## config.mk

```make
export PLATFORM = sky130hd
export DESIGN_NAME = boot_rom
export DESIGN_NICKNAME = d
export VERILOG_FILES = /design/src/design/subsys_pkg.sv /design/src/design/boot_rom.sv
export SDC_FILE = /design/constraint.sdc
export NUM_CORES = 1
export LEC_CHECK = 0
export ABC_AREA = 1
export BUFFER_PORTS_ARGS = -buffer_cell sky130_fd_sc_hd__buf_2
export CORE_MARGIN = 1
export CORE_UTILIZATION = 23
export DETAILED_ROUTE_END_ITERATION = 8
export HOLD_SLACK_MARGIN = 0.02
export MAX_ROUTING_LAYER = met4
export PLACE_DENSITY = 0.77
export SYNTH_ARGS = -nofsm -noshare
export SYNTH_HDL_FRONTEND = slang
export SYNTH_SLANG_ARGS = --single-unit
```

## constraint.sdc

```tcl
create_clock -name clk_i -period 0.8 [get_ports clk_i]
set_clock_uncertainty 0.15 [all_clocks]
set_input_delay 0.04 -clock clk_i [delete_from_list [all_inputs] [get_ports clk_i]]
set_output_delay 0.04 -clock clk_i [all_outputs]
set_load 0.05 [all_outputs]
```

## src/design/subsys_pkg.sv

```systemverilog
/*
 * Shared types and constants of the memory-mapped request subsystem.
 * Holds the address map, the single-beat bus structs, the routing target
 * enum and the sizes used by the queue, timer and debug gate.
 * Modules import it inside their body and use scoped names in their ports.
 */
package subsys_pkg;

  localparam int unsigned AddrWidth = 32;
  localparam int unsigned DataWidth = 32;
  localparam int unsigned NrHarts   = 4;
  localparam int unsigned HartIdxW  = $clog2(NrHarts);

  typedef logic [AddrWidth-1:0] addr_t;
  typedef logic [DataWidth-1:0] data_t;
  typedef logic [NrHarts-1:0]   hart_vec_t;
  typedef logic [DataWidth-1:0] mtime_t;

  typedef enum logic [1:0] {
    TGT_ROM,
    TGT_SPM,
    TGT_TIMER,
    TGT_NONE
  } target_e;

  typedef struct packed {
    logic  valid;
    logic  we;
    addr_t addr;
    data_t wdata;
  } bus_req_t;

  typedef struct packed {
    logic  valid;
    logic  err;
    data_t rdata;
  } bus_resp_t;

  // ------------------------------------------------------------
  // address map
  // ------------------------------------------------------------
  localparam addr_t RomBase     = 32'h0000_1000;
  localparam addr_t RomLength   = 32'h0000_1000;
  localparam addr_t SpmBase     = 32'h8000_0000;
  localparam addr_t SpmLength   = 32'h0000_0400;
  localparam addr_t TimerBase   = 32'h0200_0000;
  localparam addr_t TimerLength = 32'h0000_0020;

  localparam int unsigned RomIdxW  = $clog2(RomLength / 4);
  localparam int unsigned SpmWords = SpmLength / 4;
  localparam int unsigned SpmIdxW  = $clog2(SpmWords);

  localparam data_t RomTag = 32'hB007_0000; // rom word i reads RomTag + i

  // timer register window
  localparam int unsigned TimerOffW = $clog2(TimerLength);
  localparam logic [TimerOffW-1:0] TimerMtimeOff = 5'h00;
  localparam logic [TimerOffW-1:0] TimerCmpOff   = 5'h04;
  localparam int unsigned TimerCmpEnd = TimerCmpOff + 4 * NrHarts;

  // ------------------------------------------------------------
  // flow control and boot delay
  // ------------------------------------------------------------
  localparam int unsigned RespDepth        = 4;
  localparam int unsigned QPtrW            = $clog2(RespDepth);
  localparam int unsigned QCntW            = $clog2(RespDepth + 1);
  localparam int unsigned DebugDelayCycles = 64;
  localparam int unsigned DebugCntW        = $clog2(DebugDelayCycles + 1);

endpackage

```

## src/design/boot_rom.sv

```systemverilog
/*
 * Boot ROM with a fixed word pattern and one cycle of read latency.
 * Word i of the window returns the ROM tag plus i.
 */
`timescale 1ns/1ps

module boot_rom (
  input  logic                 clk_i,
  input  subsys_pkg::bus_req_t req_i,
  output subsys_pkg::data_t    rdata_o
);
  import subsys_pkg::*;

  logic [RomIdxW-1:0] word_idx;
  data_t              rdata_q;

  function automatic data_t rom_word(logic [RomIdxW-1:0] idx);
    return RomTag + data_t'(idx);
  endfunction

  assign word_idx = req_i.addr[RomIdxW+1:2];

  // writes only read back, the router flags them
  always_ff @(posedge clk_i) begin
    if (req_i.valid) begin
      rdata_q <= rom_word(word_idx);
    end
  end

  assign rdata_o = rdata_q;

endmodule

```

==> summary.txt <==
Synthesis
  • Avg Inst Size Synth: 13.9 um^2
  • Cell type with the largest total area after synthesis: sky130_fd_sc_hd__edfxtp_1
  • #FFs+latches synth: 10
  • Post-synth cell types: 3
  • Number of enable flip-flop cells after synthesis: 10
  • Count of synthesis-stage warnings from yosys: 0
  • Combined area of all synthesized cells: between 400 and 500 um^2
  • Dominant cell by count in the synthesized netlist: sky130_fd_sc_hd__buf_4
  • Top cells by area, synth: sky130_fd_sc_hd__edfxtp_1 63%, sky130_fd_sc_hd__buf_4 35%, sky130_fd_sc_hd__conb_1 1.6%
  • Cell count after synthesis: 34
  • Most used standard cells in the synthesized netlist: 22 x sky130_fd_sc_hd__buf_4, 10 x sky130_fd_sc_hd__edfxtp_1, 2 x sky130_fd_sc_hd__conb_1
  • Leading register cell type out of synthesis: sky130_fd_sc_hd__edfxtp_1
  • Share of synthesized flip-flops with an asynchronous set or reset: 0
  • Share of the synthesized area in the top cell type: 0.635
  • Post-synthesis sequential area ratio: 0.635

CTS
  • CTS tree: built
  • Root Buffer: sky130_fd_sc_hd__clkbuf_4
  • H-tree depth reported by CTS: 1
  • Clk sink count: 10
  • Clock slew at reported path FFs: around 0.060 ns
  • Clock tree buffer depth: 2
  • Clock buffers created by TritonCTS: 3

Layout
  • Largest register FFs: 10
  • Layout cell share with drive strength beyond 1: 0.429
  • Number of inserted filler cells in the final layout: roughly 210
  • Layout-stage area growth over the synthesis result: 28.3%
  • Post-route design area: 607 um^2
  • Antenna cells: 0
  • Final non-filler cell total: 83
  • Number of nets in the layout: roughly 130

Route
  • Violation count after the first detailed-route iteration: 2
  • Detail-routed via count per cell: approximately 2.9
  • Total detailed-routing wirelength: between 500 and 600 um
  • Post-route DRC violation count: 0
  • Count of antenna-violating nets left after detailed routing: 0
  • First-pass detailed-route iteration total: 5
  • Number of vias in the routed layout: 239
  • WL per Instance: 6.46 um

Die
  • Die width: approximately 47 um
  • Vertical extent of the die: 47.3 um
  • Number of top-level design ports: 99
  • Site row count: 16
  • Effective utilization at floorplan: 0.244
  • Core area: ~2000 um^2
  • Total die area: ~2200 um^2

Pwr
  • Reported leakage power: around 0.29 nW
  • Total power: 0.00143 W
  • Worst vdd rail ir drop: 0.788 mV
  • PwrDens: 2360 nW/um^2

Hold path
  • HP Start: req_i[34]
  • Path class of the lowest-slack min-delay path: primary input to register
  • Worst hold stages: 1
  • Worst min-delay path endpoint: rdata_o[0]

Timing
  • Final Cycle Share: 1.23
  • Fin. Hold Viols: 10
  • Crit path time final: 0.987 ns
  • Final-report max-slew violation count: 0
  • Hold Slack: -0.184 ns
  • Setup WS post-layout: -0.187 ns
  • Upper clock frequency limit: 1010 MHz
  • Final count of negative-setup-slack endpoints: 10
  • RSZ-0062 raised after global routing: true

Setup path
  • Worst Setup Start Kind: register
  • Critical path arrival: 0.80 ns
  • Slowest stage delay, CP: roughly 0.38 ns
  • Critical path buffers and inverters: 1
  • Slowest cell on the critical path: sky130_fd_sc_hd__edfxtp_1
  • Critical Path Fanout Max: 1
  • Kind of critical path: register to output pin
  • Element type at the critical path end: output pin
  • CP top delay family: flip-flops
  • Worst endpoint required time: 0.61 ns
  • Sequence of cells on the critical path: buf_6

Placement
  • Total placed cells including tap cells: 80
  • Final Wtd Congestion: 0.587
  • PortBufs: 21
  • DP Area: 522 um^2
  • Final HPWL from detailed placement: 464 um

Global route
  • Total global routing track utilization: 0.0484
  • Initial antenna violation count: 0
  • Pin count of the biggest net entering global routing: 11
  • Total gr overflow: 0
  • First-pass GRT wire length: approximately 620 um
  • Vias in the first global route: 179

Status
  • Run status: finished, violations left
  • Failing checks: negative hold slack, negative setup slack

Job
  • Max capacitance violation total: 0
how the worst max path moves through the flow:
| stage | start | slack [ns] | depth (start not counted) | end |
|---|---|---|---|---|
| floorplan | rdata_o[0] | 0.009 | 0 | rdata_o[0] |
| global route | rdata_o[1] | -0.23 | 1 | rdata_o[1] |
| finish | rdata_o[7] | -0.19 | 1 | rdata_o[7] |
| CTS | rdata_o[2] | -0.20 | 1 | rdata_o[2] |
| detailed placement | rdata_o[3] | 0.04 | 1 | rdata_o[3] |
| global placement | rdata_o[8] | 0.06 | 1 | rdata_o[8] |
kinds of logic (layout without fill, tap and decap cells):
logic type	Yosys count	count (layout)	synth area share
buffers and inverters	22	24	0.349
other	2	22	0.0159
flip-flops	10	10	0.635
area by class of cell:
type / count / area [um^2] / area share
Clock buffer: 3 / 22.5 / 0.0371
Multi-Input combinational cell: 22 / 82.6 / 0.136
Sequential cell: 10 / 300 / 0.495
Tap cell: 27 / 33.8 / 0.0557
Timing Repair Buffer: 21 / 168 / 0.276
power by group:
part           leakage [nW]  total, W  switching, W  internal, W
combinational         0.175  0.000487      0.000394    0.0000922
sequential           0.0979  0.000642     0.0000173     0.000624
clock                0.0138  0.000303      0.000132     0.000171
total                 0.287   0.00143      0.000543     0.000888
routing by layer:
metal | up-vias | global-route usage | routed length, um
met3 | 0 | 0.0269 | 68
met4 | 0 | 0.0514 | 0
met1 | 110 | 0.0359 | 139
li1 | 112 | - | -
met5 | - | - | 0
met2 | 17 | 0.0767 | 327
stage by stage:
| step | TNS (ns) | worst slack, ns | hold slack, ns | util |
|---|---|---|---|---|
| after global placement | 0 | 0.0563 | 0.0678 | 0.269 |
| after floorplan | 0 | 0.00939 | -0.0111 | - |
| after global routing | -2.15 | -0.231 | -0.197 | 0.313 |
| after CTS | -1.95 | -0.204 | -0.192 | 0.313 |
| final | -1.78 | -0.187 | -0.184 | 0.313 |
| after detailed placement | 0 | 0.0438 | 0.0718 | 0.269 |
cells in the final DEF, fill, tap and decap left out:
cell                       instances
sky130_fd_sc_hd__buf_6            10
sky130_fd_sc_hd__clkbuf_4          3
sky130_fd_sc_hd__edfxtp_1         10
sky130_fd_sc_hd__conb_1           22
sky130_fd_sc_hd__buf_2            11
what timing repair did:
action / 4_1_cts / 5_1_grt
buffers inserted: 0 / 0
resized for setup: 20 / 0
hold endpoints to repair: 20 / 20
endpoints found under the setup margin: 10 / 10
Power figures use the tool's default switching activity.
