==> config.mk <==
export PLATFORM = sky130hd
export DESIGN_NAME = core_timer
export DESIGN_NICKNAME = d
export VERILOG_FILES = /design/src/design/subsys_pkg.sv /design/src/design/core_timer.sv
export SDC_FILE = /design/constraint.sdc
export NUM_CORES = 1
export LEC_CHECK = 0
export ABC_AREA = 1
export ABC_CLOCK_PERIOD_IN_PS = 2650
export BUFFER_PORTS_ARGS = -buffer_cell sky130_fd_sc_hd__buf_2
export CAP_MARGIN = 0
export CORE_ASPECT_RATIO = 1.1
export CORE_MARGIN = 2
export CORE_UTILIZATION = 66
export CTS_BUF_LIST = sky130_fd_sc_hd__clkbuf_16
export DETAILED_ROUTE_END_ITERATION = 6
export PLACE_DENSITY = 0.95
export RECOVER_POWER = 25
export SETUP_SLACK_MARGIN = 0.15
export SLEW_MARGIN = 20
export SYNTH_ARGS = -nofsm -noshare
export SYNTH_HDL_FRONTEND = slang
export SYNTH_SLANG_ARGS = --single-unit
==> constraint.sdc <==
create_clock -name clk_i -period 2.65 [get_ports clk_i]
set_clock_uncertainty 0.15 [all_clocks]
set_input_delay 0.3975 -clock clk_i [delete_from_list [all_inputs] [get_ports clk_i]]
set_output_delay 0.3975 -clock clk_i [all_outputs]
set_load 0.01 [all_outputs]
==> src/design/subsys_pkg.sv <==
/*
 * Shared types and constants of the memory-mapped request subsystem.
 * Holds the address map, the single-beat bus structs, the routing target
 * enum and the sizes used by the queue, timer and debug gate.
 * Modules import it inside their body and use scoped names in their ports.
 */
package subsys_pkg;

  localparam int unsigned AddrWidth = 32;
  localparam int unsigned DataWidth = 32;
  localparam int unsigned NrHarts   = 4;
  localparam int unsigned HartIdxW  = $clog2(NrHarts);

  typedef logic [AddrWidth-1:0] addr_t;
  typedef logic [DataWidth-1:0] data_t;
  typedef logic [NrHarts-1:0]   hart_vec_t;
  typedef logic [DataWidth-1:0] mtime_t;

  typedef enum logic [1:0] {
    TGT_ROM,
    TGT_SPM,
    TGT_TIMER,
    TGT_NONE
  } target_e;

  typedef struct packed {
    logic  valid;
    logic  we;
    addr_t addr;
    data_t wdata;
  } bus_req_t;

  typedef struct packed {
    logic  valid;
    logic  err;
    data_t rdata;
  } bus_resp_t;

  // ------------------------------------------------------------
  // address map
  // ------------------------------------------------------------
  localparam addr_t RomBase     = 32'h0000_1000;
  localparam addr_t RomLength   = 32'h0000_1000;
  localparam addr_t SpmBase     = 32'h8000_0000;
  localparam addr_t SpmLength   = 32'h0000_0400;
  localparam addr_t TimerBase   = 32'h0200_0000;
  localparam addr_t TimerLength = 32'h0000_0020;

  localparam int unsigned RomIdxW  = $clog2(RomLength / 4);
  localparam int unsigned SpmWords = SpmLength / 4;
  localparam int unsigned SpmIdxW  = $clog2(SpmWords);

  localparam data_t RomTag = 32'hB007_0000; // rom word i reads RomTag + i

  // timer register window
  localparam int unsigned TimerOffW = $clog2(TimerLength);
  localparam logic [TimerOffW-1:0] TimerMtimeOff = 5'h00;
  localparam logic [TimerOffW-1:0] TimerCmpOff   = 5'h04;
  localparam int unsigned TimerCmpEnd = TimerCmpOff + 4 * NrHarts;

  // ------------------------------------------------------------
  // flow control and boot delay
  // ------------------------------------------------------------
  localparam int unsigned RespDepth        = 4;
  localparam int unsigned QPtrW            = $clog2(RespDepth);
  localparam int unsigned QCntW            = $clog2(RespDepth + 1);
  localparam int unsigned DebugDelayCycles = 64;
  localparam int unsigned DebugCntW        = $clog2(DebugDelayCycles + 1);

endpackage

==> src/design/core_timer.sv <==
/*
 * Core-local timer.
 * Synchronizes the RTC input, halves its rate and counts mtime.
 * One compare register per hart raises that hart's timer interrupt.
 * Register reads and errors come back one cycle after the request.
 */
`timescale 1ns/1ps

module core_timer (
  input  logic                  clk_i,
  input  logic                  ndmreset_n,
  input  logic                  rtc_i,
  input  subsys_pkg::bus_req_t  req_i,
  output subsys_pkg::data_t     rdata_o,
  output logic                  err_o,
  output subsys_pkg::hart_vec_t timer_irq_o
);
  import subsys_pkg::*;

  logic [1:0]          rtc_sync_q;
  logic                rtc_prev_q;
  logic                rtc_rise;
  logic                div_q;
  mtime_t              mtime_q;
  mtime_t              mtimecmp_q [NrHarts];
  hart_vec_t           timer_irq_q;
  data_t               rdata_q;
  logic                err_q;
  logic [TimerOffW-1:0] off;
  logic                is_mtime;
  logic                is_cmp;
  logic                legal;
  logic [HartIdxW-1:0] cmp_sel;

  // ------------------------------------------------------------
  // rtc path
  // ------------------------------------------------------------
  assign rtc_rise = rtc_sync_q[1] & ~rtc_prev_q;

  always_ff @(posedge clk_i or negedge ndmreset_n) begin
    if (!ndmreset_n) begin
      rtc_sync_q <= '0;
      rtc_prev_q <= 1'b0;
      div_q      <= 1'b0;
      mtime_q    <= '0;
    end else begin
      rtc_sync_q <= {rtc_sync_q[0], rtc_i};
      rtc_prev_q <= rtc_sync_q[1];
      if (rtc_rise) begin
        div_q <= ~div_q;
      end
      if (rtc_rise && div_q) begin // every second rising edge
        mtime_q <= mtime_q + 1'b1;
      end
    end
  end

  // ------------------------------------------------------------
  // register window
  // ------------------------------------------------------------
  assign off      = req_i.addr[TimerOffW-1:0];
  assign is_mtime = (off == TimerMtimeOff);
  assign is_cmp   = (off[1:0] == 2'b00) && (off >= TimerCmpOff) && (32'(off) < TimerCmpEnd);
  assign legal    = (is_mtime && !req_i.we) || is_cmp; // mtime is read-only
  assign cmp_sel  = HartIdxW'((off - TimerCmpOff) >> 2);

  always_ff @(posedge clk_i or negedge ndmreset_n) begin
    if (!ndmreset_n) begin
      err_q       <= 1'b0;
      timer_irq_q <= '0;
      for (int h = 0; h < NrHarts; h++) begin
        mtimecmp_q[h] <= '1;
      end
    end else begin
      err_q <= req_i.valid && !legal;
      if (req_i.valid && req_i.we && is_cmp) begin
        mtimecmp_q[cmp_sel] <= req_i.wdata;
      end
      for (int h = 0; h < NrHarts; h++) begin
        timer_irq_q[h] <= (mtime_q >= mtimecmp_q[h]);
      end
    end
  end

  always_ff @(posedge clk_i) begin
    if (req_i.valid) begin
      rdata_q <= is_mtime ? mtime_q : (is_cmp ? mtimecmp_q[cmp_sel] : '0);
    end
  end

  assign rdata_o     = rdata_q;
  assign err_o       = err_q;
  assign timer_irq_o = timer_irq_q;

endmodule

==> flow_summary.yaml <==
run_status:
  status: "completed"
setup_path:
  cp_num_buf_inv: 0
  worst_setup_path_end_kind: "register"
  cp_max_fo: 8
  regToRegSetupSlack_ns: 0.58
  rr_endpoint: "mtime_q[26]"
  r2r_cells: 8
  path_class: "reg -> reg"
  critPathArrivalTime_ns: 2.32
  crit_path_cell_trace: "ha_1 > nand3_2 > nor2_4 > nand3_2 > nor3_2 > nand2_1 > nand2_1 > nand2_1"
  slowest_delay_ns: 0.51
  cp_common_cell: "nand2_1"
  cpLargestDelayFamily: "simple AND/OR/NAND/NOR gates"
  cp.required_ns: 2.90
  r2r_start: "mtime_q[1]"
  cp-start-kind: "register"
  crit_slowest_cell: "dfrtp_1"
place:
  place_inst: 1880
  place.gp.congestion: 0.918
  dp.final_hpwl_um: 22400
  io_buffers: 78
synthesis:
  seq_area_frac_synth_pct: 41.7
  synthesis.nets: 1792
  synth-seq-cells: 201
  syn_avg_cell_area_sq_um: 8.07
  synth_cells: 1590
  syn_area_sq_um: 12800
  synth.distinct_cells: 33
  yosys_warnings: 0
final_layout:
  mostFrequentLayoutCells: "430 x nand2_1, 239 x inv_1, 133 x ha_1, 128 x dfstp_2, 117 x a21oi_1"
  area.growth.synth_to_final_pct: 9.78
  final_cells: 1922
  nFillCells: 1298
  final_layout_size_suffix_gt1_share_pct: 18.1
  num_antenna_cells: 0
  nets: 1861
  utilization_pct: 73.8
  final_common_cell: "nand2_1"
hold_path:
  min-delay-start: "req_i[27]"
  hold_path.class: "in -> reg"
  holdPathStages: 3
  worstHoldEndpoint: "mtimecmp_q[27]"
detailed_routing:
  vias_per_cell: 5.83
  drt_wl_total_um: 31600
  antenna_left: 0
  drcViolationCount: 0
  vias: 11200
  dr.pass1.iters: 6
  wl_per_cell_um: 16.4
  initialDrtViolationCount: 1047
cts:
  cts_sinks: 201
  cts_tree: "done"
  cts.path.max_buffers: 3
  cts_buffers: 22
  ctsRootBufferMaster: "clkbuf_16"
  ctsHtreeMaxLevel: 1
  clk_latency_ns: 0.51
  clk_pin_slew_ns: 0.07
global_routing:
  grt_max_degree: 129
  antenna_found_initial: 0
  first_global_vias: 11400
  overflow: 0
  grt_pass1_wl_um: 52000
  grt_use_total_pct: 31.3
floorplanning:
  initial_core_util_pct: 67.2
  io_pins: 106
  die_y_um: 150
  die_w_um: 137
  core_area_sq_um: 19100
  rows: 53
  dieArea_sq_um: 20600
power_and_ir_drop:
  p_per_area_nw_per_um2: 656
  p_leak_uw: 0.00672
  power.internal_uw: 6330
  pwr-share-comb_pct: 22.8
  seq_power_share_pct: 43.6
  p_sw_uw: 2910
  p_clk_share_pct: 33.5
  peakVddDrop_v: 0.000707
  switching_share_pct: 31.5
timing:
  finalCriticalPeriod_ns: 2.07
  hold-worst-slack_ns: 0.0229
  tightest_slew_ns: 1.25
  setup_violations: 0
  setup_tns_ns: 0
  fmax_ghz: 0.483
  timing_hold_violations_final: 0
  rsz0062_at_grt: "false"
  slew_viol_final: 0
  slew_headroom_pct: 16.4
  fin_crit_sh_pct: 78.1
job:
  maxCapViolCount: 0
## sequential cells by signal, indices dropped and copies added, names as in the netlist
| register | cells |
|---|---|
| mtimecmp_q | 128 |
| mtime_q | 32 |
| rdata_o | 32 |
| timer_irq_o | 4 |
| rtc_sync_q | 2 |
| div_q | 1 |
| err_o | 1 |
| rtc_prev_q | 1 |
## cell families (layout without fill, tap and decap cells)
kind of cell               after synthesis  after routing  share of synthesized area (%)
AOI/OAI and AO/OA                      375            375                           16.2
DFF                                    201            201                           41.7
buffers and inverters                  290            375                           10.0
xor gates and xnor gates                16             16                           1.09
adders and majority gates              133            133                           13.0
and+or+nand+nor                        575            575                           18.0
## metal layers
metal / wire length, um / vias up / track usage (%)
li1: - / 5295 / -
met1: 12400 / 5256 / 38.2
met2: 15700 / 514 / 54.1
met3: 2260 / 135 / 5.12
met4: 1200 / 0 / 14.4
met5: 0 / - / 0
## worst reg2reg max path: stages (launching register included)
cell and delay, ns:
dfrtp_1 0.51, ha_1 0.28, nand3_2 0.14, nor2_4 0.22, nand3_2 0.13, nor3_2 0.30, nand2_1 0.11, nand2_1 0.08
nand2_1 0.05
## synthesized netlist by cell type, drive strengths merged
master,number,area (sq um)
a21o,8,60.1
a21oi,117,586
buf,32,317
clkbuf,21,78.8
dfrtp,41,1030
dfstp,128,3360
edfxtp,32,961
ha,133,1660
inv,237,890
nand2,436,1670
nand3,22,133
nand3b,2,18.8
nand4,5,31.3
nor2,107,433
nor3,3,20.0
o21a,8,60.1
o21ai,209,1170
o22a,1,8.76
o22ai,32,200
xor2,16,140
## per-stage QoR
step / area, sq um / worst slack (ns) / total power, uW
floorplan: 12800 / 0.748 / 5440
global placement: 13300 / 0.456 / 5960
detailed placement: 13300 / 0.336 / 6110
CTS: 14100 / 0.620 / 9240
global route: 14100 / 0.464 / 9740
finish: 14100 / 0.580 / 9240
## how the worst max path moves through the flow
| stage | startpoint | end | slack, ns | cells after the start |
|---|---|---|---|---|
| 2_1_floorplan | req_i[34] | rdata_o[10] | 0.75 | 9 |
| 3_3_place_gp | req_i[35] | mtimecmp_q[45] | 0.46 | 10 |
| 3_5_place_dp | req_i[35] | mtimecmp_q[106] | 0.34 | 9 |
| 4_1_cts | mtime_q[1] | mtime_q[26] | 0.62 | 8 |
| 5_1_grt | mtime_q[1] | mtime_q[26] | 0.46 | 8 |
| 6_report | mtime_q[1] | mtime_q[26] | 0.58 | 8 |
## timing repair
item                      4_1_cts  5_1_grt
hold buffers                    2        0
setup buffers                   0        0
hold endpoints to repair       15        0
gates resized for setup         0        0
## area by class of cell
cell class                 instances  area, sq um  share of cell area, %
clock buffer                      26          651                   4.62
clock inverter                    14         98.8                  0.702
inverter                         237          890                   6.32
multi-input combinational       1099         6200                   44.0
sequential                       201         5350                   38.0
tap                              247          309                   2.19
timing repair buffer              98          592                   4.20
## power groups by stage
stage	combinational (uW)	clock, uW	sequential, uW
5_1_grt	2420	3250	4080
6_report	2110	3100	4030
3_5_place_dp	2050	0	4060
2_1_floorplan	1470	0	3980
4_1_cts	2090	3130	4020
3_3_place_gp	1910	0	4050
Note: power is estimated with default switching activity, not from simulation.
