$ cat src/design/subsys_pkg.sv
/*
 * Shared types and constants of the memory-mapped request subsystem.
 * Holds the address map, the single-beat bus structs, the routing target
 * enum and the sizes used by the queue, timer and debug gate.
 * Modules import it inside their body and use scoped names in their ports.
 */
package subsys_pkg;

  localparam int unsigned AddrWidth = 32;
  localparam int unsigned DataWidth = 32;
  localparam int unsigned NrHarts   = 4;
  localparam int unsigned HartIdxW  = $clog2(NrHarts);

  typedef logic [AddrWidth-1:0] addr_t;
  typedef logic [DataWidth-1:0] data_t;
  typedef logic [NrHarts-1:0]   hart_vec_t;
  typedef logic [DataWidth-1:0] mtime_t;

  typedef enum logic [1:0] {
    TGT_ROM,
    TGT_SPM,
    TGT_TIMER,
    TGT_NONE
  } target_e;

  typedef struct packed {
    logic  valid;
    logic  we;
    addr_t addr;
    data_t wdata;
  } bus_req_t;

  typedef struct packed {
    logic  valid;
    logic  err;
    data_t rdata;
  } bus_resp_t;

  // ------------------------------------------------------------
  // address map
  // ------------------------------------------------------------
  localparam addr_t RomBase     = 32'h0000_1000;
  localparam addr_t RomLength   = 32'h0000_1000;
  localparam addr_t SpmBase     = 32'h8000_0000;
  localparam addr_t SpmLength   = 32'h0000_0400;
  localparam addr_t TimerBase   = 32'h0200_0000;
  localparam addr_t TimerLength = 32'h0000_0020;

  localparam int unsigned RomIdxW  = $clog2(RomLength / 4);
  localparam int unsigned SpmWords = SpmLength / 4;
  localparam int unsigned SpmIdxW  = $clog2(SpmWords);

  localparam data_t RomTag = 32'hB007_0000; // rom word i reads RomTag + i

  // timer register window
  localparam int unsigned TimerOffW = $clog2(TimerLength);
  localparam logic [TimerOffW-1:0] TimerMtimeOff = 5'h00;
  localparam logic [TimerOffW-1:0] TimerCmpOff   = 5'h04;
  localparam int unsigned TimerCmpEnd = TimerCmpOff + 4 * NrHarts;

  // ------------------------------------------------------------
  // flow control and boot delay
  // ------------------------------------------------------------
  localparam int unsigned RespDepth        = 4;
  localparam int unsigned QPtrW            = $clog2(RespDepth);
  localparam int unsigned QCntW            = $clog2(RespDepth + 1);
  localparam int unsigned DebugDelayCycles = 64;
  localparam int unsigned DebugCntW        = $clog2(DebugDelayCycles + 1);

endpackage

$ cat src/design/req_router.sv
/*
 * Address decoder for the single-beat request bus.
 * Steers each request to one target and, one cycle later, builds the
 * response from that target's read data and error flags.
 */
`timescale 1ns/1ps

module req_router (
  input  logic                  clk_i,
  input  logic                  ndmreset_n,
  input  subsys_pkg::bus_req_t  req_i,
  input  subsys_pkg::data_t     rom_rdata_i,
  input  subsys_pkg::data_t     spm_rdata_i,
  input  subsys_pkg::data_t     timer_rdata_i,
  input  logic                  timer_err_i,
  output subsys_pkg::bus_req_t  rom_req_o,
  output subsys_pkg::bus_req_t  spm_req_o,
  output subsys_pkg::bus_req_t  timer_req_o,
  output subsys_pkg::bus_resp_t resp_o
);
  import subsys_pkg::*;

  target_e tgt_d, tgt_q;
  logic    valid_q;
  logic    we_q;
  logic    rom_we_err_q;

  function automatic logic in_window(addr_t addr, addr_t base, addr_t len);
    return (addr >= base) && ((addr - base) < len);
  endfunction

  always_comb begin
    if (in_window(req_i.addr, RomBase, RomLength)) begin
      tgt_d = TGT_ROM;
    end else if (in_window(req_i.addr, SpmBase, SpmLength)) begin
      tgt_d = TGT_SPM;
    end else if (in_window(req_i.addr, TimerBase, TimerLength)) begin
      tgt_d = TGT_TIMER;
    end else begin
      tgt_d = TGT_NONE;
    end
  end

  always_comb begin
    rom_req_o         = req_i;
    spm_req_o         = req_i;
    timer_req_o       = req_i;
    rom_req_o.valid   = req_i.valid && (tgt_d == TGT_ROM);
    spm_req_o.valid   = req_i.valid && (tgt_d == TGT_SPM);
    timer_req_o.valid = req_i.valid && (tgt_d == TGT_TIMER);
  end

  // target stays known while its read data comes back
  always_ff @(posedge clk_i or negedge ndmreset_n) begin
    if (!ndmreset_n) begin
      valid_q      <= 1'b0;
      tgt_q        <= TGT_NONE;
      we_q         <= 1'b0;
      rom_we_err_q <= 1'b0;
    end else begin
      valid_q <= req_i.valid;
      if (req_i.valid) begin
        tgt_q        <= tgt_d;
        we_q         <= req_i.we;
        rom_we_err_q <= (tgt_d == TGT_ROM) && req_i.we;
      end
    end
  end

  always_comb begin
    data_t rdata;
    logic  err;
    case (tgt_q)
      TGT_ROM:   begin rdata = rom_rdata_i;   err = rom_we_err_q; end
      TGT_SPM:   begin rdata = spm_rdata_i;   err = 1'b0;         end
      TGT_TIMER: begin rdata = timer_rdata_i; err = timer_err_i;  end
      default:   begin rdata = '0;            err = 1'b1;         end // unmapped
    endcase
    resp_o.valid = valid_q;
    resp_o.err   = err;
    resp_o.rdata = (err || we_q) ? '0 : rdata;
  end

  a_one_target: assert property (@(posedge clk_i) disable iff (!ndmreset_n)
    $onehot0({rom_req_o.valid, spm_req_o.valid, timer_req_o.valid}));

endmodule

$ cat config.mk
export PLATFORM = sky130hd
export DESIGN_NAME = req_router
export DESIGN_NICKNAME = d
export VERILOG_FILES = /design/src/design/subsys_pkg.sv /design/src/design/req_router.sv
export SDC_FILE = /design/constraint.sdc
export NUM_CORES = 1
export LEC_CHECK = 0
export BUFFER_PORTS_ARGS = -buffer_cell sky130_fd_sc_hd__buf_2
export CORE_AREA = 8 8 147 149
export DETAILED_ROUTE_END_ITERATION = 10
export DIE_AREA = 0 0 155 157
export PLACE_DENSITY = 0.52
export SYNTH_ARGS = -nofsm -noshare
export SYNTH_HDL_FRONTEND = slang
export SYNTH_SLANG_ARGS = --single-unit
export TNS_END_PERCENT = 10
$ cat constraint.sdc
create_clock -name clk_i -period 2.5 [get_ports clk_i]
set_clock_uncertainty 0.15 [all_clocks]
set_input_delay 0.25 -clock clk_i [delete_from_list [all_inputs] [get_ports clk_i]]
set_output_delay 0.25 -clock clk_i [all_outputs]
set_load 0.05 [all_outputs]
==> results.md, run 1 <==
- Gr ovfl total: 0
- Synth Area per Inst: 6.82 µm²
- WL final: 11.3 mm
- First-pass GRT wire length: 16.2 mm
- Place WS: 0.0186 ns
- H-tree lvl count: 1
- Top-Level Pins: 397
- Library cells used by synthesis: 35
- Maximum clock insertion buffer count: 2
- Placement Cell Area: 3320 µm²
- Layout cells sized above 1: 67.1%
- Setup slack after layout: 0.0952 ns
- Root buf cell: clkbuf_16
- GP Congestion: 0.901
- Register area share after synthesis: 4.55%
- Largest net degree at the start of global routing: 28
- Yosys warnings: 0
- #FFs+latches synth: 5
- DRT antenna net count: 0
- Fin crit period: 2.40 ns
- Pwr/cell area: 311 nW/µm²
- Antenna violations before repair: 0
- CP required: 2.10 ns
- Highest-count cells in the layout ignoring fill and taps: 244 x buf_2, 43 x nor2_1, 33 x a21oi_1
- Vias: 2667
- Cells after Synth: 411
- Critical path peak fanout: 6
- Commonest non-fill, non-tap cell in the layout: buf_2
- Setup CP Type: input port to output port
- Hold Worst Slack: 0.163 ns
- CTS tree: done
- Crit end category: output port
- Worst Setup Start Kind: input port
- TritonCTS Buffers: 3
- Antenna cells: 0
- Die H: 157 µm
- Final period util: 96.2%
- Die width: 155 µm
- Nets: 638
- DRC viols: 0
- Headroom to the max-slew limit: 67.7%
- Vias in the first global route: 2855
- RSZ-0062 raised after global routing: no
- IO buf count: 248
- VDD IR max: 0.000139 V
- Overall Power: 0.00106 W
- Status: finished, final reports clean
- Max-cap violations: 0
- Final instance area: 3410 µm²
- Initial DRC count: 92
- Pleak: 1.82 nW
- Hpwl dp: 9.83 mm
- Crit path arrival time: 2.00 ns
- Final Hold Vio Count: 0
- Hold Path Class: input port to flop
- Mapped Nets: 577
- Area delta synth->final: 21.8%
- Netlist Area Pre-Place: 2800 µm²
- Via density: 3.62
- Final Setup Violations: 0
- Least-Margin Pin Slew: 0.480 ns
- Max Freq: 0.416 GHz
- Core area: 19200 µm²
- WL/cell: 15.4 µm
- Skew-Pair Late Insertion Delay: 0.23 ns
- Total clock sinks: 5
- Row count: 51
- GR Util All Layers: 8.40%
- Worst-path clk slew: 0.03 ns
- Final slew viol count: 0
- Die area: 24300 µm²
- Drt pass-1 iters: 4
- Initial core utilization: 14.6%
-- sequential cells by signal (all words and copies together) (netlist names) --
register      cells
we_q              1
rom_we_err_q      1
tgt_q             2
valid_q           1
-- power by group --
part	internal, W	switching (W)
registers	0.0000860	0.00000200
logic	0.000205	0.000506
clock network	0.000211	0.0000516
-- critical path, stage by stage --
cell,delay (ns)
buf_2,0.11
or4_4,0.58
nor4_2,0.32
buf_4,0.16
nand4_1,0.08
a211oi_2,0.19
buf_2,0.30
-- per-stage QoR --
stage	setup TNS, ns	cells	util [%]
floorplan	-0.199	411	-
global placement	-0.0118	731	17.3
detailed placement	0	731	17.3
CTS	0	736	17.7
global route	0	736	17.8
finish	0	736	17.8
-- area by class of cell --
| class | count | area [µm²] |
|---|---|---|
| timing repair buffer | 268 | 1480 |
| multi-input combinational | 191 | 1390 |
| fill | 2157 | 15800 |
| tap | 265 | 332 |
| inverter | 3 | 11.3 |
| clock buffer | 4 | 78.8 |
| sequential | 5 | 128 |
-- Yosys cell counts, drive strengths merged --
| cell | instances | area share, % |
|---|---|---|
| mux2 | 1 | 0.40 |
| nor2b | 2 | 0.45 |
| nand2 | 8 | 1.1 |
| a31o | 2 | 0.62 |
| nor3b | 1 | 0.27 |
| inv | 3 | 0.40 |
| and4b | 1 | 0.36 |
| or4 | 4 | 1.5 |
| clkbuf | 10 | 1.3 |
| nor3 | 6 | 1.1 |
| o31ai | 1 | 0.27 |
| nor2 | 73 | 9.8 |
| or2 | 1 | 0.22 |
| buf | 202 | 53 |
| and3 | 2 | 0.45 |
| o21ai | 6 | 1.1 |
| dfstp | 2 | 1.9 |
| nand3b | 1 | 0.27 |
| and2 | 1 | 0.22 |
| xnor2 | 2 | 0.62 |
| nand3 | 1 | 0.36 |
| nor4b | 1 | 0.31 |
| nand4 | 2 | 0.45 |
| a2111oi | 1 | 0.31 |
| a21oi | 33 | 5.9 |
| ha | 1 | 0.45 |
| dfrtp | 3 | 2.7 |
| or3 | 3 | 0.67 |
| a211oi | 3 | 1.3 |
| nor4 | 2 | 0.45 |
| mux2i | 32 | 11 |
-- metal layers --
| metal | global-route usage, % | routed length, µm | vias to the layer above |
|---|---|---|---|
| met5 | 0 | 0 | - |
| met4 | 1.45 | 64 | 0 |
| met3 | 4.94 | 1700 | 8 |
| met2 | 14.0 | 5210 | 273 |
| met1 | 9.16 | 4380 | 1119 |
| li1 | - | - | 1267 |
-- path summary, 6_finish.rpt --
kind | slack [ns] | cells past startpoint | start | to
worst min register to register | 0.36 | 1 | we_q | we_q
max in group asynchronous | 1.76 | 2 | ndmreset_n | tgt_q[1]
worst min-delay path | 0.16 | 2 | req_i[64] | rom_we_err_q
worst max-delay path | 0.1 | 7 | req_i[47] | timer_req_o[65]
min in group asynchronous | 0.22 | 2 | ndmreset_n | valid_q
worst max register to register | 1.17 | 3 | tgt_q[0] | tgt_q[0]
-- cells by family after synthesis --
| group | synth area share, % |
|---|---|
| muxes | 11.8 |
| AOI/OAI and AO/OA | 9.51 |
| buffers and inverters | 55.2 |
| adders and majority gates | 0.446 |
| xor gates and xnor gates | 0.625 |
| DFF | 4.55 |
| and+or+nand+nor | 17.8 |
-- timing repair --
item	4_1_cts	5_1_grt
hold endpoints to repair	5	0
buffers inserted	0	0
hold buffers	1	0
setup endpoints to repair	0	2
gates resized for setup	0	1
Power figures use the tool's default switching activity.
==> inputs of run 2 (changes only) <==
Settings changed: SETUP_SLACK_MARGIN set to 0.2.
==> run 2 against run 1 <==
  * Sequential power is 0.7% higher
  * Worst setup slack better by 0.12 ns
  * Register-to-register slack worse by 0.10 ns
  * Critical endpoint is now resp_o[16]
  * Largest cell class unchanged
  * Largest power group unchanged
==> results.md, run 2 (same netlist as run 1, synthesis figures left out) <==
- Status: finished, final reports clean (unchanged)
- Worst-path clk slew: 0.03 ns (about the same)
- DRT antenna net count: 0 (unchanged)
- RSZ-0062 raised after global routing: yes (was no)
- Crit end category: output port (unchanged)
- Hpwl dp: 9.97 mm (was 9.83 mm)
- Place WS: -0.0267 ns (was 0.0186 ns)
- GR met3 Demand/Resource: 5.70% (was 4.94%)
- Antenna cells: 0 (unchanged)
- Setup CP Type: flop to output port (was input port to output port)
- WL/cell: 16.0 µm (was 15.4 µm)
- Critical path origin: tgt_q[0] (was req_i[47])
- Overall Power: 0.00107 W (was 0.00106 W)
- H-tree lvl count: 1 (unchanged)
- VDD IR max: 0.000157 V (was 0.000139 V)
- Busiest grt layer: met2 (unchanged)
- Maximum clock insertion buffer count: 2 (unchanged)
- Max-cap violations: 0 (unchanged)
- CP required: 2.10 ns (about the same)
- Commonest non-fill, non-tap cell in the layout: buf_2 (unchanged)
- Drt pass-1 iters: 4 (unchanged)
- Layout fillers: 2180 (was 2157)
- Nets: 641 (was 638)
- Setup slack after layout: 0.214 ns (was 0.0952 ns)
- Vias in the first global route: 2963 (was 2855)
- Skew-Pair Late Insertion Delay: 0.22 ns (was 0.23 ns)
- Gr ovfl total: 0 (unchanged)
- GR Util All Layers: 8.70% (was 8.40%)
- Fin crit period: 2.29 ns (was 2.40 ns)
- Worst Setup Start Kind: flop (was input port)
- Max Freq: 0.438 GHz (was 0.416 GHz)
- Hold Path Class: input port to flop (unchanged)
- IO buf count: 248 (unchanged)
- Largest net degree at the start of global routing: 36 (was 28)
- M2 GR Usage: 14.2% (was 14.0%)
- Top-Level Pins: 397 (unchanged)
- M1 GR Usage: 9.27% (was 9.16%)
- Register area: 128 µm² (unchanged)
- Layout cells sized above 1: 68.4% (was 67.1%)
- Die H: 157 µm (unchanged)
- WL final: 11.8 mm (was 11.3 mm)
- DRC viols: 0 (unchanged)
- Placement Cell Area: 3240 µm² (was 3320 µm²)
- Hold path start: req_i[64] (unchanged)
- Antenna violations before repair: 0 (unchanged)
- Root buf cell: clkbuf_16 (unchanged)
- Initial core utilization: 14.6% (unchanged)
- Row count: 51 (unchanged)
- Footprint of the multi-input gates: 1430 µm² (was 1390 µm²)
- Die width: 155 µm (unchanged)
- Final instance area: 3570 µm² (was 3410 µm²)
- Area delta synth->final: 27.5% (was 21.8%)
- Total clock sinks: 5 (unchanged)
- Pwr/cell area: 298 nW/µm² (was 311 nW/µm²)
- Highest-count cells in the layout ignoring fill and taps: 214 x buf_2, 43 x nor2_1, 35 x buf_4 (was 244 x buf_2, 43 x nor2_1, 33 x a21oi_1)
- Worst r2r src: tgt_q[0] (unchanged)
- Number of flip-flops in the largest register: 2 (unchanged)
- Biggest register: tgt_q (unchanged)
- Critical path peak fanout: 21 (was 6)
- Final period util: 91.4% (was 96.2%)
- Final Hold Vio Count: 0 (unchanged)
- TritonCTS Buffers: 3 (unchanged)
- Initial DRC count: 68 (was 92)
- Die area: 24300 µm² (unchanged)
- Crit path arrival time: 1.89 ns (was 2.00 ns)
- Final Setup Violations: 0 (unchanged)
- First-pass GRT wire length: 16.7 mm (was 16.2 mm)
- GP Congestion: 0.823 (was 0.901)
- CTS tree: done (unchanged)
- Pleak: 1.87 nW (was 1.82 nW)
- Least-Margin Pin Slew: 0.440 ns (was 0.480 ns)
- Via density: 3.69 (was 3.62)
- Headroom to the max-slew limit: 70.6% (was 67.7%)
- Core area: 19200 µm² (unchanged)
- Final slew viol count: 0 (unchanged)
- Vias: 2729 (was 2667)
-- run 2: cell count changes in the layout (fill, tap and decap cells not counted), sizes merged --
| cell | previous run | this run |
|---|---|---|
| clkbuf | 4 | 15 |
| buf | 267 | 259 |
-- run 2: area by class of cell --
type | count | area share, %
timing repair buffer | 271 | 44.8
multi-input combinational | 191 | 39.9
tap | 265 | 9.28
sequential | 5 | 3.57
clock buffer | 4 | 2.21
inverter | 3 | 0.315
-- run 2: power breakdown --
part           switching [W]  leakage, nW  internal (W)
clock              0.0000495       0.0382      0.000211
sequential        0.00000263       0.0584     0.0000860
combinational       0.000510         1.77      0.000207
-- run 2: metrics by stage --
stage               TNS (ns)  cells  hold slack [ns]  utilization (%)
global placement           0    725          -0.0644             16.9
CTS                        0    732            0.175             17.9
floorplan                  0    411           -0.196                -
finish                     0    739            0.171             18.6
detailed placement   -0.0267    725          -0.0645             16.9
global route               0    739            0.193             18.6
-- run 2: repair_timing --
| action | 4_1_cts | 5_1_grt |
|---|---|---|
| buffers inserted | 2 | 6 |
| hold buffers | 1 | 0 |
| cloned | 0 | 1 |
| endpoints found under the hold margin | 5 | 0 |
| setup endpoints to repair | 32 | 33 |
| resized for setup | 29 | 19 |
| pin swaps | 5 | 5 |
-- run 2: path summary, 6_finish.rpt --
path                                 to  slack (ns)  cells after the start
setup reg to reg               tgt_q[0]        1.07                      4
hold reg to reg                    we_q        0.36                      1
max in group asynchronous      tgt_q[0]        1.75                      2
hold / removal             rom_we_err_q        0.17                      2
setup / recovery             resp_o[16]        0.21                      7
min in group asynchronous       valid_q        0.23                      2
-- run 2: worst max-delay path: stages, from the launching register on --
cell and delay, ns:
dfstp_2 0.60, nor2_1 0.05, nand2_1 0.10, nand2_4 0.05, or2_4 0.31, buf_12 0.20, nor2_4 0.09, clkbuf_4 0.23
-- run 2: per-layer routing --
metal,up-vias,share of wire (%)
li1,1270,-
met1,1182,39
met2,264,44
met3,13,16
met4,0,1.2
met5,-,0
