### src/design/subsys_pkg.sv
/*
 * Shared types and constants of the memory-mapped request subsystem.
 * Holds the address map, the single-beat bus structs, the routing target
 * enum and the sizes used by the queue, timer and debug gate.
 * Modules import it inside their body and use scoped names in their ports.
 */
package subsys_pkg;

  localparam int unsigned AddrWidth = 32;
  localparam int unsigned DataWidth = 32;
  localparam int unsigned NrHarts   = 4;
  localparam int unsigned HartIdxW  = $clog2(NrHarts);

  typedef logic [AddrWidth-1:0] addr_t;
  typedef logic [DataWidth-1:0] data_t;
  typedef logic [NrHarts-1:0]   hart_vec_t;
  typedef logic [DataWidth-1:0] mtime_t;

  typedef enum logic [1:0] {
    TGT_ROM,
    TGT_SPM,
    TGT_TIMER,
    TGT_NONE
  } target_e;

  typedef struct packed {
    logic  valid;
    logic  we;
    addr_t addr;
    data_t wdata;
  } bus_req_t;

  typedef struct packed {
    logic  valid;
    logic  err;
    data_t rdata;
  } bus_resp_t;

  // ------------------------------------------------------------
  // address map
  // ------------------------------------------------------------
  localparam addr_t RomBase     = 32'h0000_1000;
  localparam addr_t RomLength   = 32'h0000_1000;
  localparam addr_t SpmBase     = 32'h8000_0000;
  localparam addr_t SpmLength   = 32'h0000_0400;
  localparam addr_t TimerBase   = 32'h0200_0000;
  localparam addr_t TimerLength = 32'h0000_0020;

  localparam int unsigned RomIdxW  = $clog2(RomLength / 4);
  localparam int unsigned SpmWords = SpmLength / 4;
  localparam int unsigned SpmIdxW  = $clog2(SpmWords);

  localparam data_t RomTag = 32'hB007_0000; // rom word i reads RomTag + i

  // timer register window
  localparam int unsigned TimerOffW = $clog2(TimerLength);
  localparam logic [TimerOffW-1:0] TimerMtimeOff = 5'h00;
  localparam logic [TimerOffW-1:0] TimerCmpOff   = 5'h04;
  localparam int unsigned TimerCmpEnd = TimerCmpOff + 4 * NrHarts;

  // ------------------------------------------------------------
  // flow control and boot delay
  // ------------------------------------------------------------
  localparam int unsigned RespDepth        = 4;
  localparam int unsigned QPtrW            = $clog2(RespDepth);
  localparam int unsigned QCntW            = $clog2(RespDepth + 1);
  localparam int unsigned DebugDelayCycles = 64;
  localparam int unsigned DebugCntW        = $clog2(DebugDelayCycles + 1);

endpackage

### src/design/resp_queue.sv
/*
 * Response FIFO in front of the bus master.
 * Head entry is visible on the output; each pop returns one credit.
 * An empty queue passes the incoming response straight through.
 * Depth equals the credits the master holds after reset.
 */
`timescale 1ns/1ps

module resp_queue (
  input  logic                  clk_i,
  input  logic                  ndmreset_n,
  input  subsys_pkg::bus_resp_t resp_i,
  input  logic                  resp_ready_i,
  output subsys_pkg::bus_resp_t resp_o,
  output logic                  credit_o
);
  import subsys_pkg::*;

  bus_resp_t        mem_q [RespDepth];
  logic [QPtrW-1:0] wr_ptr_q, rd_ptr_q;
  logic [QCntW-1:0] cnt_q;
  logic             push;
  logic             pop;
  logic             deq;
  logic             empty;
  logic             full;

  assign empty = (cnt_q == '0);
  assign full  = (cnt_q == QCntW'(RespDepth));

  always_comb begin
    if (empty) begin
      resp_o = resp_i; // bypass
    end else begin
      resp_o       = mem_q[rd_ptr_q];
      resp_o.valid = 1'b1;
    end
  end

  assign pop  = resp_o.valid && resp_ready_i;
  assign deq  = pop && !empty;
  assign push = resp_i.valid && !(empty && resp_ready_i); // no store when bypassed

  assign credit_o = pop;

  // ------------------------------------------------------------
  // pointers and fill level
  // ------------------------------------------------------------
  always_ff @(posedge clk_i or negedge ndmreset_n) begin
    if (!ndmreset_n) begin
      wr_ptr_q <= '0;
      rd_ptr_q <= '0;
      cnt_q    <= '0;
    end else begin
      if (push) wr_ptr_q <= wr_ptr_q + 1'b1; // depth is a power of two
      if (deq)  rd_ptr_q <= rd_ptr_q + 1'b1;
      case ({push, deq})
        2'b10:   cnt_q <= cnt_q + 1'b1;
        2'b01:   cnt_q <= cnt_q - 1'b1;
        default: cnt_q <= cnt_q;
      endcase
    end
  end

  always_ff @(posedge clk_i) begin
    if (push) begin
      mem_q[wr_ptr_q] <= resp_i;
    end
  end

  // master with RespDepth credits can never overrun the queue
  a_no_overflow: assert property (@(posedge clk_i) disable iff (!ndmreset_n)
    push |-> !full);

endmodule

### config.mk
export PLATFORM = sky130hd
export DESIGN_NAME = resp_queue
export DESIGN_NICKNAME = d
export VERILOG_FILES = /design/src/design/subsys_pkg.sv /design/src/design/resp_queue.sv
export SDC_FILE = /design/constraint.sdc
export NUM_CORES = 1
export LEC_CHECK = 0
export ABC_CLOCK_PERIOD_IN_PS = 2300
export BUFFER_PORTS_ARGS = -buffer_cell sky130_fd_sc_hd__buf_2
export CAP_MARGIN = 15
export CORE_MARGIN = 2
export CORE_UTILIZATION = 45
export CTS_CLUSTER_DIAMETER = 80
export DETAILED_ROUTE_END_ITERATION = 16
export PLACE_DENSITY = 0.62
export SLEW_MARGIN = 20
export SYNTH_ARGS = -nofsm -noshare
export SYNTH_HDL_FRONTEND = slang
export SYNTH_SLANG_ARGS = --single-unit
export TNS_END_PERCENT = 100
### constraint.sdc
create_clock -name clk_i -period 2.3 [get_ports clk_i]
set_input_delay 0.345 -clock clk_i [delete_from_list [all_inputs] [get_ports clk_i]]
set_output_delay 0.345 -clock clk_i [all_outputs]
set_load 0.01 [all_outputs]
==> results.txt, run 1 <==
* Kind of end point of the critical path: output pin
- During placement, the flow inserted port buffers numbering 71.
- Layout overhead on the synthesized area: 19.99%
- Library cell used as clock root buffer: sky130_fd_sc_hd__clkbuf_16
- Synthesis produced a netlist with a net count of 361.
* Number of remaining DRC errors: 0
- At the later pin of the worst-skew pair, clock insertion delay measures 400 ps.
- Initial DRC Count: around 140
* Antenna viol nets, final: 0
- Wire length per cell: 17.49 um
* Post-synthesis xor/xnor area fraction: 0.9278%
- After synthesis, the largest family of logic cells by area is multiplexers.
* Reg clk slew, reported paths: 60 ps
- The top cell type by area accounts for 69.98% of the synthesized area.
- After synthesis the cells add up to 0.005664 mm^2.
* Endpoints failing hold: 0
- Synthesis-stage register bit count: 139
- Once the floorplan was initialized, standard cells occupied a little under half of the core.
- Number of detailed-route iterations in the first pass: 4
* TritonCTS clock tree: done
- The worst setup path is of the reg -> out kind.
- Gate count after technology mapping: 318
- In the final layout, the share of cells above drive strength 1 is 34.54%.
- Leaving out fill and tap cells, the most frequent cell in the layout is sky130_fd_sc_hd__edfxtp_1.
- For this run, the total global-route usage over all layers was measured as roughly 16%.
* Result of the run: finished, final reports clean
- The initial antenna violation count was 0.
- List of cells traversed by the critical path: buf_12 -> mux4_2 -> nand2_2 -> nand2_2 -> buf_2
- DPL Wire Length: approximately 5.7 mm
- Simple-Gate Fraction of Synth Area: 7.930%
- Multiplexer fraction of the synthesized cell area: 13.83%
- Data on the critical path is required at its endpoint by between 1500 and 2000 ps.
- Minimum setup slack in the final design: 66.22 ps
- Of the available clock period, the critical path in the final layout requires between 90 and 100%.
- The worst pin sits at a relative slew slack of 38.68%.
- Count of final max-slew check failures: 0
- Cell taking the most area after synthesis: sky130_fd_sc_hd__edfxtp_1
- Via count of the first global-routing pass: 2872
* Most frequent cell on the critical path: sky130_fd_sc_hd__nand2_2
- Final Routed Wirelength: 10.18 mm
- Area of the placeable core: 0.01216 mm^2
- STA classifies the critical path startpoint as a flop.
- Slew @ Worst Pin: slightly above 900 ps
* I/O Pins: between 70 and 80
- The number of buffers and inverters on the critical path is 2.
* Vertical die dimension: between 100 and 150 um
- Count of placed standard cells including taps: 548
- Placement row count: 40
- Congestion Overflow GR: 0
- Distinct cell type count after synthesis: 24
- Num CTS Buffers: 17
- The min-delay analysis places its worst path in the category in -> reg.
* Sequential-to-total area share from yosys stat: between 70% and 80%
- At the end of routability-driven placement, the weighted congestion stood at 0.6789.
- First-pass GRT wire length: roughly 15 mm
* Adder and majority gate portion of the synthesized area: 1.458%
* Arr. time, crit path: 1890 ps
* Compound-Gate Fraction of Synth Area: less than 1%
- Antenna cells: 0
- Maximum vdd drop: 0.0007646 V
- In this run the horizontal extent of the chip is 116.2 um.
- The die covers approximately 0.014 mm^2.
* Final net count: approximately 440
- After synthesis, the mean cell area works out to 17.81 um^2.
- Static power due to leakage: roughly 2.6 nW
* Most used cells in the layout excluding fill and tap cells: sky130_fd_sc_hd__edfxtp_1 (132), sky130_fd_sc_hd__nand2_1 (97), sky130_fd_sc_hd__buf_2 (71)
* Post-place setup slack: 248.2 ps
- Synthesis warning total: 0
- Entering global routing, the biggest net connects 35 pins.
- The clock drives around 140 sinks.
- Of all nets on the critical path, the largest fanout is 15.
* Standard cell with the maximum stage delay on the critical path: sky130_fd_sc_hd__mux4_2
- Delay contributed by the slowest stage of the critical path: 530 ps
- Across the routed clock network, the largest skew measured is 6.395 ps.
* Post-route cell area: 0.006797 mm^2
- Fmax: 0.4477 GHz
- Max-cap violations in this run came to 0.
* Top cells by area, synth: sky130_fd_sc_hd__edfxtp_1 (70%), sky130_fd_sc_hd__mux4_2 (11%), sky130_fd_sc_hd__nand2_1 (6.6%)
- Vias post-DR: 2919
* CTS Buffer Depth: 2
* Setup violation total in the final timing report: 0
- Counting I/O delays and the setup requirement, the final critical path takes 2234 ps.
- DP Area: 0.006183 mm^2
- Dominant delay contributor by cell family on the critical path: multiplexers
* Average vias per placed instance: 5.015
- Non-Filler Instances: 582
- CTS H-tree depth: 4
- Dividing total power by cell area gives a power density of around 1400 mW/mm^2.
## metal layers
layer	share of wire [%]	wire (um)	vias up	GRT usage, %
li1	-	-	1367	-
met1	46	4695	1451	21.64
met2	47	4796	90	25.46
met3	5.7	576	11	4.826
met4	1.1	110	0	4.603
met5	0	0	-	0
## repair_timing
item	4_1_cts	5_1_grt
gates resized for setup	0	5
hold endpoints to repair	7	0
hold buffers	1	0
setup endpoints to repair	0	9
setup buffers	0	0
## area by class of cell
cell class / count / area [um^2]
fillers: 973 / 5365
flip-flops and latches: 139 / 4141
multi-input cells: 158 / 1385
repair buffers: 79 / 467.9
clock buffers: 23 / 447.9
well taps: 168 / 210.2
clock inverters: 9 / 121.4
inverters: 6 / 22.52
## sequential cells by signal (all words and copies together), names as in the netlist
signal    flops
cnt_q         3
mem_q       132
rd_ptr_q      2
wr_ptr_q      2
## synth_stat cells, drive strengths merged
cell and number:
a21boi 1, and2 6, buf 13, clkbuf 2
dfrtp 7, edfxtp 132, fa 1, ha 5
inv 6, mux2 1, mux2i 1, mux4 33
nand2 99, nand2b 1, nand3 1, nor2 1
nor3 1, or3 1, xnor2 3, xor2 3
## final timing paths
| path | depth (start not counted) | endpoint | slack (ps) | startpoint |
|---|---|---|---|---|
| setup / recovery | 5 | resp_o[28] | 70 | rd_ptr_q[0]$_DFFE_PN0P_ |
| hold reg to reg | 1 | cnt_q[2]$_DFFE_PN0P_ | 550 | cnt_q[2]$_DFFE_PN0P_ |
| min in group asynchronous | 2 | cnt_q[1]$_DFFE_PN0P_ | 320 | ndmreset_n |
| max in group asynchronous | 2 | rd_ptr_q[1]$_DFFE_PN0P_ | 1800 | ndmreset_n |
| hold / removal | 1 | mem_q[3][30]$_DFFE_PP_ | 170 | resp_i[30] |
| setup reg to reg | 3 | mem_q[0][16]$_DFFE_PP_ | 290 | cnt_q[0]$_DFFE_PN0P_ |
## per-stage QoR
stage	hold WS (ps)	utilization, %	setup TNS, ps	power [mW]
finish	172.9	55.88	0	9.322
global placement	186.4	50.84	0	6.719
detailed placement	190.9	50.84	0	6.758
CTS	161.0	55.61	0	9.375
floorplan	49.41	-	0	5.748
global route	164.5	55.88	-0.6011	9.866
## power breakdown
part / switching, mW / leakage [nW] / total (mW) / internal, mW
Combinational: 1.74 / 0.986 / 3.19 / 1.44
Sequential: 0.162 / 1.29 / 3.53 / 3.36
Clock: 0.916 / 0.276 / 2.61 / 1.69
## worst reg2reg max path, stage by stage, from the launching register on
cell and delay, ps:
sky130_fd_sc_hd__dfrtp_1 450, sky130_fd_sc_hd__nor3_4 80, sky130_fd_sc_hd__a21boi_2 280, sky130_fd_sc_hd__and2_2 820
## logic make-up after synthesis
group                    after synthesis
AND/OR/NAND/NOR                      110
buffers and inverters                 21
AO/OA/AOI/OAI                          1
multiplexers                          35
flip-flops                           139
adder cells (fa/ha/maj)                6
XOR/XNOR                               6
Note: power is estimated with default switching activity, not from simulation.
==> run 2, diff against run 1 <==
Settings changed: SETUP_SLACK_MARGIN set to 0.5.
==> run 2 against run 1 <==
  * Utilization grew 5.8 points
  * Sequential power barely moved
  * Cell count rose by 7.2%
  * Fmax up 0.62%
  * Cell area grew 10%
  * Combinational power rose by 34%
  * Critical endpoint is now resp_o[21]
  * Global-route usage increased by 1.7 points
  * Die area unchanged
==> results.txt, run 2 (same netlist as run 1, synthesis figures left out) <==
- GR Util All Layers: 17.72%
* Initial cell density of the core: 46.57%
- Input and output buffers added on the ports amount to 71.
* Power density cells: 1362 mW/mm^2
- Antenna cells: 0
- Reg with most FFs: mem_q
* Setup TNS: 0 ps
* Slew @ Worst Pin: 286.1 ps
- STA puts the critical path data required time at 1960 ps.
- The final count of pins violating max slew was 0.
* Nature of the critical path startpoint: flop
- The root buffer cell chosen for the clock tree is sky130_fd_sc_hd__clkbuf_16.
* Placement row count: 40
- In this run, CTS created clock tree buffers numbering 17.
- Launch instance of the worst register-to-register path: cnt_q[1]$_DFFE_PN0P_
- In this run the worst hold path is classified as in -> reg.
- First-pass GRT wire length: ~17 mm
- Number of max-cap violations: 0
- Compared with the post-synthesis result, the final layout area differs by 32.43%.
- Minimum setup slack in the final design: around 80 ps
- Horiz. Die Dim: ~120 um
- In the final layout, the registers with the most flip-flops are mem_q: 132 flops, cnt_q: 3 flops.
- Antenna viol nets, final: 0
- Min-Delay Path Depth: 1
- Kind of end point of the critical path: output pin
* Average vias per placed instance: 5.123
- Before CTS, the worst setup slack after placement is 461.7 ps.
- Crit share post-route: just under 100%
* Final net count: roughly 500
- DP Area: approximately 0.0063 mm^2
- Result of the run: finished, final reports clean
* Sinks on Clock Net: between 100 and 150
* Proportion of layout cells with a drive suffix above 1: 45.18%
* Number of detailed-route iterations in the first pass: 4
- Global routing finished with a remaining overflow of 0.
- The die is 116.2 um tall.
- Last weighted congestion value of the routability-driven placer: 0.6774
- TritonCTS clock tree: done
- Static power due to leakage: 2.851 nW
- Once layout is complete, the utilization of the core stands at 61.68%.
- In this run the number of H-tree levels came out at 4.
- The die covers about 0.014 mm^2.
* Pin count of the biggest net entering global routing: 35
- Largest fanout on the critical path: 8
- Area of the placeable core: 0.01216 mm^2
* Non-Filler Instances: between 600 and 700
- The routed design has 12.29 mm of wire.
* Initial antenna violation count: 0
- In the routed design, unresolved DRC markers number 0.
- Headroom to the max-slew limit came out at 80.93%.
- Setup violations remaining at the end of the flow were counted as 0.
- Clock-pin slew was measured on the worst setup and hold paths at around 60 ps.
- Wire length per cell: 19.69 um
- Endpoints failing hold: 0
- Via count of the first global-routing pass: 3187
- Minimum period implied by the final worst setup slack: 2220 ps
- Worst Path Class, Setup: reg -> out
- Count of placed standard cells including taps: roughly 560
- Clock skew: 8.729 ps
- The clock passes through at most 2 buffers.
* Arr. time, crit path: 1870 ps
- The worst-case IR drop observed on VDD is about 0.00067 V.
- Unrepaired setup endpoints after global routing: yes
* I/O Pins: 72
- Detailed routing inserted a total of 3197 vias.
- Initial DRC Count: 252
- Based on the critical path, the design can be clocked at up to 0.4505 GHz.
- With fillers left out, the area of the finished cells amounts to 0.007501 mm^2.
* Start point of the critical path: rd_ptr_q[0]$_DFFE_PN0P_
- The worst hold path begins at resp_i[31].
- After legalization and detailed placement, the total HPWL measured 6.330 mm.
* Most used cells in the layout excluding fill and tap cells: sky130_fd_sc_hd__edfxtp_1 (132), sky130_fd_sc_hd__nand2_1 (87), sky130_fd_sc_hd__buf_2 (68)
* Number of cells on the worst reg-to-reg path: 11
- The register with the most flip-flops in the layout has 132 of them.
- The library cell used most frequently in the layout, excluding fill and tap cells, is sky130_fd_sc_hd__edfxtp_1.
- For the worst-skew pair, the clock arrives at the later sink with an insertion delay of 410 ps.
## run 2: cell types whose count changed in the layout (fill, tap and decap cells not counted), moves of 8 or more
| cell | delta |
|---|---|
| sky130_fd_sc_hd__buf_12 | +13 |
| sky130_fd_sc_hd__buf_6 | +10 |
| sky130_fd_sc_hd__nand2_1 | -10 |
| sky130_fd_sc_hd__nand2_2 | +10 |
| sky130_fd_sc_hd__buf_4 | +9 |
| sky130_fd_sc_hd__clkbuf_16 | +8 |
## run 2: final timing paths
path	to	slack, ps
min	mem_q[2][31]$_DFFE_PP_	170
max reg2reg	cnt_q[2]$_DFFE_PN0P_	150
max	resp_o[21]	80
min reg2reg	cnt_q[2]$_DFFE_PN0P_	550
min in group asynchronous	cnt_q[0]$_DFFE_PN0P_	310
max in group asynchronous	cnt_q[2]$_DFFE_PN0P_	1810
## run 2: per-stage QoR
step,hold slack [ps],total power [mW]
2_1_floorplan,49.41,5.768
3_3_place_gp,191.3,6.831
3_5_place_dp,193.8,6.868
4_1_cts,149.9,9.544
5_1_grt,157.4,10.77
6_report,166.6,10.22
## run 2: repair_timing
action                                 4_1_cts  5_1_grt
gates resized for setup                     10       56
hold buffers                                 1        0
gates cloned                                 1       12
endpoints found under the hold margin        7        0
pin swaps                                    5       40
buffers inserted                             7       12
setup endpoints to repair                   37      161
## run 2: area by class of cell
type	count	area, um^2
flip-flops and latches	139	4145
repair buffers	120	1166
well taps	168	210.2
inverters	6	22.52
clock inverters	9	73.82
multi-input cells	159	1435
fillers	868	4661
clock buffers	23	447.9
## run 2: where the power goes
part	internal [mW]	switching [mW]
Clock	1.47	0.940
Combinational	2.22	2.07
Sequential	3.36	0.164
## run 2: layer usage
layer | global-route usage, % | wire length [um] | share of wire, %
met5 | 0 | 0 | 0
met4 | 6.111 | 106 | 0.86
met3 | 4.359 | 896 | 7.3
met2 | 28.77 | 6134 | 50
met1 | 23.75 | 5151 | 42
## run 2: critical path: stages (launching register included)
cell                      delay [ps]
sky130_fd_sc_hd__dfrtp_2         400
sky130_fd_sc_hd__buf_4           130
sky130_fd_sc_hd__buf_12          130
sky130_fd_sc_hd__mux4_2          520
sky130_fd_sc_hd__nand2_2          90
sky130_fd_sc_hd__nand2_2          70
sky130_fd_sc_hd__buf_6           120
